## config.mk

```make
export PLATFORM = sky130hd
export DESIGN_NAME = fix_msg_builder
export DESIGN_NICKNAME = d
export VERILOG_FILES = /design/src/hw/fix_pkg.sv /design/src/hw/fix_field_capture.sv /design/src/hw/fix_field_serializer.sv /design/src/hw/fix_checksum.sv /design/src/hw/fix_byte_out.sv /design/src/hw/fix_msg_builder.sv
export SDC_FILE = /design/constraint.sdc
export NUM_CORES = 1
export LEC_CHECK = 0
export BUFFER_PORTS_ARGS = -buffer_cell sky130_fd_sc_hd__buf_4
export CORE_MARGIN = 2
export CORE_UTILIZATION = 40
export CTS_BUF_LIST = sky130_fd_sc_hd__clkbuf_2 sky130_fd_sc_hd__clkbuf_4 sky130_fd_sc_hd__clkbuf_8
export DETAILED_ROUTE_END_ITERATION = 10
export SETUP_SLACK_MARGIN = 0.4
export SYNTH_ARGS = -nofsm -noshare
export SYNTH_HDL_FRONTEND = slang
export SYNTH_SLANG_ARGS = --single-unit
```

## constraint.sdc

```tcl
create_clock -name clk -period 25.4 [get_ports clk]
set_input_delay 5.08 -clock clk [delete_from_list [all_inputs] [get_ports clk]]
set_output_delay 5.08 -clock clk [all_outputs]
set_load 0.03 [all_outputs]
```

## src/hw/fix_pkg.sv

```systemverilog
package fix_pkg;

	// ##############################
	// sizes
	// ##############################

	localparam int TAG_BYTES = 4;
	localparam int VAL_BYTES = 32;
	localparam int TAG_LEN_W = 3;
	localparam int VAL_LEN_W = 6;

	// byte index widths inside the tag and value words
	localparam int TAG_IDX_W = $clog2(TAG_BYTES);
	localparam int VAL_IDX_W = $clog2(VAL_BYTES);

	localparam int MSG_LEN_W = 16;
	localparam int DIGITS_W = 24;

	// "10=" + three digits + SOH
	localparam int TRAILER_LEN = 7;

	// ##############################
	// ascii
	// ##############################

	localparam logic [7:0] ASCII_EQ = 8'h3d;
	localparam logic [7:0] ASCII_SOH = 8'h01;
	localparam logic [7:0] ASCII_ZERO = 8'h30;
	localparam logic [7:0] CKSUM_TAG0 = 8'h31;
	localparam logic [7:0] CKSUM_TAG1 = 8'h30;

	// one tag/value pair, bytes lowest first
	typedef struct packed {
		logic [TAG_BYTES*8-1:0] tag;
		logic [TAG_LEN_W-1:0]   tag_len;
		logic [VAL_BYTES*8-1:0] val;
		logic [VAL_LEN_W-1:0]   val_len;
	} fix_field_t;

	typedef struct packed {
		logic [7:0] data;
		logic       field_last;
		logic       msg_last;
	} fix_beat_t;

endpackage

```

## src/hw/fix_field_capture.sv

```systemverilog
`timescale 1ns/1ps

module fix_field_capture (
	input  logic                              clk,
	input  logic                              rst,
	input  logic                              tag_valid_i,
	input  logic [fix_pkg::TAG_BYTES*8-1:0]   tag_i,
	input  logic [fix_pkg::TAG_LEN_W-1:0]     tag_len_i,
	input  logic                              val_valid_i,
	input  logic [fix_pkg::VAL_BYTES*8-1:0]   val_i,
	input  logic [fix_pkg::VAL_LEN_W-1:0]     val_len_i,
	input  logic                              end_msg_i,
	input  logic                              busy_i,
	input  logic                              take_i,
	output fix_pkg::fix_field_t               field_o,
	output logic                              field_req_o,
	output logic                              end_req_o
);

	logic tag_seen;
	logic val_seen;
	logic accept;

	// busy also covers a pending request, so a held field cannot be overwritten
	assign accept = !busy_i && !take_i;

	always_ff @(posedge clk) begin
		if (rst) begin
			tag_seen <= 1'b0;
			val_seen <= 1'b0;
			end_req_o <= 1'b0;
		end else if (take_i) begin
			tag_seen <= 1'b0;
			val_seen <= 1'b0;
			end_req_o <= 1'b0;
		end else if (accept) begin
			if (end_msg_i) begin
				// end drops any half field
				tag_seen <= 1'b0;
				val_seen <= 1'b0;
				end_req_o <= 1'b1;
			end else begin
				if (tag_valid_i)
					tag_seen <= 1'b1;
				if (val_valid_i)
					val_seen <= 1'b1;
			end
		end
	end

	always_ff @(posedge clk) begin
		if (accept && !end_msg_i) begin
			if (tag_valid_i) begin
				field_o.tag <= tag_i;
				field_o.tag_len <= tag_len_i;
			end
			if (val_valid_i) begin
				field_o.val <= val_i;
				field_o.val_len <= val_len_i;
			end
		end
	end

	assign field_req_o = tag_seen && val_seen;

endmodule

```

## src/hw/fix_field_serializer.sv

```systemverilog
`timescale 1ns/1ps

module fix_field_serializer (
	input  logic                             clk,
	input  logic                             rst,
	input  fix_pkg::fix_field_t              field_i,
	input  logic                             field_req_i,
	input  logic                             end_req_i,
	input  logic [fix_pkg::DIGITS_W-1:0]     cksum_digits_i,
	output logic                             take_o,
	output logic                             busy_o,
	output fix_pkg::fix_beat_t               beat_o,
	output logic                             beat_valid_o,
	output logic                             body_o
);

	import fix_pkg::*;

	typedef enum logic [2:0] {
		ST_IDLE,
		ST_TAG,
		ST_EQ,
		ST_VAL,
		ST_SOH,
		ST_TRAILER
	} state_t;

	state_t state;

	// bytes left in the current section, counts down to 1
	logic [VAL_LEN_W-1:0] cnt;
	logic [TAG_LEN_W-1:0] tag_idx;
	logic [VAL_LEN_W-1:0] val_idx;

	assign tag_idx = field_i.tag_len - cnt[TAG_LEN_W-1:0];
	assign val_idx = field_i.val_len - cnt;

	assign take_o = (state == ST_IDLE) && (field_req_i || end_req_i);
	assign busy_o = (state != ST_IDLE) || field_req_i || end_req_i;

	// ##############################
	// state register
	// ##############################

	always_ff @(posedge clk) begin
		if (rst) begin
			state <= ST_IDLE;
			cnt <= '0;
		end else begin
			case (state)
			ST_IDLE: begin
				if (end_req_i) begin
					state <= ST_TRAILER;
					cnt <= VAL_LEN_W'(TRAILER_LEN - 1);
				end else if (field_req_i) begin
					state <= ST_TAG;
					cnt <= {{(VAL_LEN_W-TAG_LEN_W){1'b0}}, field_i.tag_len};
				end
			end
			ST_TAG: begin
				if (cnt == 1)
					state <= ST_EQ;
				cnt <= cnt - 1'b1;
			end
			ST_EQ: begin
				state <= ST_VAL;
				cnt <= field_i.val_len;
			end
			ST_VAL: begin
				if (cnt == 1)
					state <= ST_SOH;
				cnt <= cnt - 1'b1;
			end
			ST_SOH: begin
				state <= ST_IDLE;
			end
			ST_TRAILER: begin
				if (cnt == 0)
					state <= ST_IDLE;
				else
					cnt <= cnt - 1'b1;
			end
			default: begin
				state <= ST_IDLE;
			end
			endcase
		end
	end

	// ##############################
	// beat generation
	// ##############################

	always_comb begin
		beat_o = '0;
		beat_valid_o = 1'b1;
		body_o = 1'b1;
		case (state)
		ST_TAG: beat_o.data = field_i.tag[tag_idx[TAG_IDX_W-1:0]*8 +: 8];
		ST_EQ: beat_o.data = ASCII_EQ;
		ST_VAL: beat_o.data = field_i.val[val_idx[VAL_IDX_W-1:0]*8 +: 8];
		ST_SOH: begin
			beat_o.data = ASCII_SOH;
			beat_o.field_last = 1'b1;
		end
		ST_TRAILER: begin
			body_o = 1'b0;
			case (cnt[2:0])
			3'd6: beat_o.data = CKSUM_TAG0;
			3'd5: beat_o.data = CKSUM_TAG1;
			3'd4: beat_o.data = ASCII_EQ;
			3'd3: beat_o.data = cksum_digits_i[23:16];
			3'd2: beat_o.data = cksum_digits_i[15:8];
			3'd1: beat_o.data = cksum_digits_i[7:0];
			default: begin
				beat_o.data = ASCII_SOH;
				beat_o.msg_last = 1'b1;
			end
			endcase
		end
		default: begin
			beat_valid_o = 1'b0;
			body_o = 1'b0;
		end
		endcase
	end

endmodule

```

## src/hw/fix_checksum.sv

```systemverilog
`timescale 1ns/1ps

module fix_checksum (
	input  logic                          clk,
	input  logic                          rst,
	input  fix_pkg::fix_beat_t            beat_i,
	input  logic                          beat_valid_i,
	input  logic                          body_i,
	output logic [fix_pkg::DIGITS_W-1:0]  cksum_digits_o
);

	import fix_pkg::*;

	logic [7:0] sum;
	logic [7:0] rem;
	logic [7:0] hund;
	logic [7:0] tens;
	logic [7:0] units;
	logic [14:0] tens_prod;

	always_ff @(posedge clk) begin
		if (rst)
			sum <= '0;
		else if (beat_valid_i && beat_i.msg_last)
			sum <= '0;
		else if (beat_valid_i && body_i)
			sum <= sum + beat_i.data;
	end

	// ##############################
	// binary to three decimal digits
	// ##############################

	always_comb begin
		if (sum >= 8'd200) begin
			hund = 8'd2;
			rem = sum - 8'd200;
		end else if (sum >= 8'd100) begin
			hund = 8'd1;
			rem = sum - 8'd100;
		end else begin
			hund = 8'd0;
			rem = sum;
		end
		// rem/10 as rem*205>>11, exact below 100
		tens_prod = rem * 15'd205;
		tens = {4'b0000, tens_prod[14:11]};
		units = rem - tens * 8'd10;
	end

	always_ff @(posedge clk) begin
		cksum_digits_o <= {ASCII_ZERO + hund, ASCII_ZERO + tens, ASCII_ZERO + units};
	end

endmodule

```

## src/hw/fix_byte_out.sv

```systemverilog
`timescale 1ns/1ps

module fix_byte_out (
	input  logic                           clk,
	input  logic                           rst,
	input  fix_pkg::fix_beat_t             beat_i,
	input  logic                           beat_valid_i,
	output logic [7:0]                     data_o,
	output logic                           data_valid_o,
	output logic                           done_o,
	output logic                           end_o,
	output logic [fix_pkg::MSG_LEN_W-1:0]  msg_len_o
);

	// bytes already sent in this message
	logic [fix_pkg::MSG_LEN_W-1:0] len_cnt;

	always_ff @(posedge clk) begin
		if (rst) begin
			data_valid_o <= 1'b0;
			done_o <= 1'b0;
			end_o <= 1'b0;
			len_cnt <= '0;
		end else begin
			data_valid_o <= beat_valid_i;
			done_o <= beat_valid_i && beat_i.field_last;
			end_o <= beat_valid_i && beat_i.msg_last;
			if (beat_valid_i) begin
				if (beat_i.msg_last)
					len_cnt <= '0;
				else
					len_cnt <= len_cnt + 1'b1;
			end
		end
	end

	always_ff @(posedge clk) begin
		data_o <= beat_i.data;
		// trailer SOH counts too
		if (beat_valid_i && beat_i.msg_last)
			msg_len_o <= len_cnt + 1'b1;
	end

endmodule

```

## src/hw/fix_msg_builder.sv

```systemverilog
`timescale 1ns/1ps

module fix_msg_builder (
	input  logic                              clk,
	input  logic                              rst,
	input  logic                              tag_valid_i,
	input  logic [fix_pkg::TAG_BYTES*8-1:0]   tag_i,
	input  logic [fix_pkg::TAG_LEN_W-1:0]     tag_len_i,
	input  logic                              val_valid_i,
	input  logic [fix_pkg::VAL_BYTES*8-1:0]   val_i,
	input  logic [fix_pkg::VAL_LEN_W-1:0]     val_len_i,
	input  logic                              end_msg_i,
	output logic [7:0]                        data_o,
	output logic                              data_valid_o,
	output logic                              done_o,
	output logic                              end_o,
	output logic [fix_pkg::MSG_LEN_W-1:0]     msg_len_o,
	output logic                              busy_o
);

	import fix_pkg::*;

	fix_field_t field;
	logic field_req;
	logic end_req;
	logic take;

	fix_beat_t beat;
	logic beat_valid;
	logic body;
	logic [DIGITS_W-1:0] cksum_digits;

	fix_field_capture u_capture (
		.clk         (clk),
		.rst         (rst),
		.tag_valid_i (tag_valid_i),
		.tag_i       (tag_i),
		.tag_len_i   (tag_len_i),
		.val_valid_i (val_valid_i),
		.val_i       (val_i),
		.val_len_i   (val_len_i),
		.end_msg_i   (end_msg_i),
		.busy_i      (busy_o),
		.take_i      (take),
		.field_o     (field),
		.field_req_o (field_req),
		.end_req_o   (end_req)
	);

	fix_field_serializer u_serializer (
		.clk            (clk),
		.rst            (rst),
		.field_i        (field),
		.field_req_i    (field_req),
		.end_req_i      (end_req),
		.cksum_digits_i (cksum_digits),
		.take_o         (take),
		.busy_o         (busy_o),
		.beat_o         (beat),
		.beat_valid_o   (beat_valid),
		.body_o         (body)
	);

	fix_checksum u_checksum (
		.clk            (clk),
		.rst            (rst),
		.beat_i         (beat),
		.beat_valid_i   (beat_valid),
		.body_i         (body),
		.cksum_digits_o (cksum_digits)
	);

	fix_byte_out u_byte_out (
		.clk          (clk),
		.rst          (rst),
		.beat_i       (beat),
		.beat_valid_i (beat_valid),
		.data_o       (data_o),
		.data_valid_o (data_valid_o),
		.done_o       (done_o),
		.end_o        (end_o),
		.msg_len_o    (msg_len_o)
	);

endmodule

```

==> metrics.md <==
| Metric | Value |
|---|---|
| RD Place Congestion | 0.816 |
| Most frequent CP cell | ha_1 |
| Synth top area share | 56.7% |
| Routed WL | 41000 um |
| Area contributors post-synth | edfxtp_1 57%, mux4_2 12%, dfxtp_1 7.4%, ha_1 5.7%, xnor2_1 1.6% |
| Antenna Nets Post-Route | 0 |
| All-layer global routing usage | 19.5% |
| Max-cap violations | 0 |
| GR Overflow Total | 0 |
| Main flop type after synthesis | edfxtp_1 |
| Vias in the first global route | 11000 |
| Dpl hpwl | 29900 um |
| Residual DRC count | 0 |
| Largest net degree at the start of global routing | 181 |
| Synth-to-Final Area Change | 26.8% |
| Initial antenna violation count | 9 |
| Core area | 0.0408 mm^2 |
| Sequential share of power | 36.2% |
| Die area | 0.0431 mm^2 |
| Final Setup Violations | 0 |
| Class of the worst hold path | reg2reg |
| Clock Latency Late Sink | 0.62 ns |
| Peak VDD IR | 0.0000526 V |
| Sw frac | 34.6% |
| PnR Total Power | 2300 uW |
| IO Count | 330 |
| Synthesis Warnings | 0 |
| Avg WL per Cell | 20.7 um |
| Setup Skew | 0.0302 ns |
| RSZ-0062 raised after global routing | false |
| Starting Density | 40.6% |
| Final Hold Viols | 0 |
| Setup crit end kind | register |
| CP Data Required Time | 25.95 ns |
| Mapped Area | 0.0166 mm^2 |
| # nets final | 1785 |
| Relative slew margins | 22.1% |
| Clock Path Buffers | 3 |
| Via count | 9984 |
| Syn Inst Count | 1020 |
| WS Path Type | reg2reg |
| Die H | 208 um |
| Net Count, Synth | 1411 |
| FP Rows | 74 |
| Fin. max-slew vios | 0 |
| CP max-delay cell | fa_1 |
| DR pass1 iterations | 5 |
| Clock buffer count from CTS | 67 |
| Sequential area share after synthesis | 64.1% |
| H-Tree Level Count | 3 |
| First-pass GRT wire length | 63200 um |
| Root Buffer | clkbuf_8 |
| CTS tree | done |
| Period utilisation layout | 30.5% |
| Most common cell in the netlist | edfxtp_1 |
| Leak Pwr | 0.00828 uW |
| Maximum clock rate | 129 MHz |
| Setup Fix Bufs, Post-CTS | 0 |
| Total negative slack | 0 ns |
| Chip width | 208 um |
| Crit Path Max Fanout | 8 |
| Port bufs | 329 |
| Synth Register Bits | 374 |
| Sw power | 796 uW |
| Crit path DAT | 8.30 ns |
| Combinational Power Share | 40.0% |
| Vias per inst | 5.03 |
| Async S/R FF share, synth | 0% |
| PostCTS Resize Cnt | 0 |
| Worst-margin pin slew | 1.17 ns |
| DRT iter0 DRCs | 519 |
| Synth cell types | 64 |
| Post-CTS Hold Fix Bufs | 0 |
| Post-synth EDFFs | 313 |
| Worst stage delay on the critical path | 0.53 ns |
| Crit path launch type | register |
| Status | finished clean |
| Clock transition at path regs | 0.06 ns |
| Yosys top cell by area | edfxtp_1 |
| Min Tclk post-route | 7.74 ns |
| CTS sink cnt | 374 |
| Post-synth top cells | 313 x edfxtp_1, 86 x mux4_2, 76 x ha_1, 68 x inv_1, 61 x dfxtp_1 |
| Layout cells sized above 1 | 38.4% |
| Internal power | 1510 uW |
| Clk network pwr share | 23.8% |
| Pwr Density | 110 mW/mm^2 |
| Synthesized area per cell | 16.2 um^2 |
[cells in the final DEF (no fill, tap or decap), types with 14 or more instances in the layout]
cell type	netlist	layout
xor2_1	19	18
buf_4	5	338
dfxtp_1	61	61
clkinv_1	0	14
edfxtp_1	313	313
o21ai_0	25	25
inv_1	68	68
clkbuf_8	0	72
xnor2_1	30	28
mux4_2	86	86
ha_1	76	75
mux2i_1	18	18
clkbuf_4	0	27
a21oi_1	49	49
nand2_1	41	41
nor2_1	43	43
[metal layers]
layer / share of wire (%) / vias up / GRT usage (%)
li1: - / 4689 / -
met1: 39 / 4884 / 23.0
met2: 50 / 326 / 32.6
met3: 8.1 / 77 / 6.96
met4: 2.7 / 8 / 7.66
met5: 0.14 / - / 0
[power by group through the flow]
stage	Combinational, uW	Sequential, uW	Clock, uW
after floorplan	666	863	0
after global placement	927	842	0
after detailed placement	935	847	0
after CTS	939	835	566
after global routing	1030	844	592
final	921	834	548
[through the flow]
stage	worst slack (ns)	instance area, um^2	hold slack (ns)	util [%]	instances
3_5_place_dp	17.70	19700	0.472	48.2	1857
3_3_place_gp	17.87	19700	0.465	48.2	1857
5_1_grt	17.01	21000	0.500	51.4	1981
2_1_floorplan	9.61	16600	0.409	-	1020
6_report	17.66	21000	0.478	51.4	1984
4_1_cts	17.67	21000	0.483	51.4	1978
[registers in the layout (all words and copies together), names as in the netlist, 3 cells and up]
| name | count |
|---|---|
| u_byte_out.data_o | 8 |
| u_serializer.state | 3 |
| u_byte_out.len_cnt | 16 |
| u_serializer.cnt | 6 |
| u_checksum.sum | 8 |
| u_capture.field_o | 297 |
| u_checksum.cksum_digits_o | 14 |
| u_byte_out.msg_len_o | 16 |
[cell type report]
class                   instances  area (um^2)
fillers                      3442        19800
flip-flops and latches        374        10600
multi-input cells             543         5590
repair buffers                339         2560
clock buffers                  99         1190
well taps                     532          666
inverters                      69          259
clock inverters                22          108
diodes                          6         15.0
[path summary, 6_finish.rpt]
kind / startpoint / endpoint / slack [ns] / depth (start not counted)
max: u_checksum.sum[3] / u_checksum.cksum_digits_o[7] / 17.66 / 33
min: u_checksum.sum[0] / u_checksum.cksum_digits_o[0] / 0.48 / 0
min reg2reg: u_checksum.sum[0] / u_checksum.cksum_digits_o[0] / 0.48 / 0
max reg2reg: u_checksum.sum[3] / u_checksum.cksum_digits_o[7] / 17.66 / 33
[critical path: cells and delay by family, from the launching register on]
kind,cells,cell delay [ns]
simple gates,3,0.50
flops,1,0.51
mux,1,0.11
compound gates,8,1.38
fa+ha+maj,11,3.81
xor+xnor,5,1.01
buf+inv,5,0.36
[logic make-up (layout without fill, tap and decap cells)]
group           after synthesis  after routing  share of synthesized area, %
compound gates              134            134                          5.32
fa+ha+maj                    90             90                          7.38
xor+xnor                     51             51                          2.79
mux                         105            105                          12.8
other cells                   0              6                             0
simple gates                163            163                          5.04
buf+inv                     103            529                          2.54
flops                       374            374                          64.1
Power figures use the tool's default switching activity.
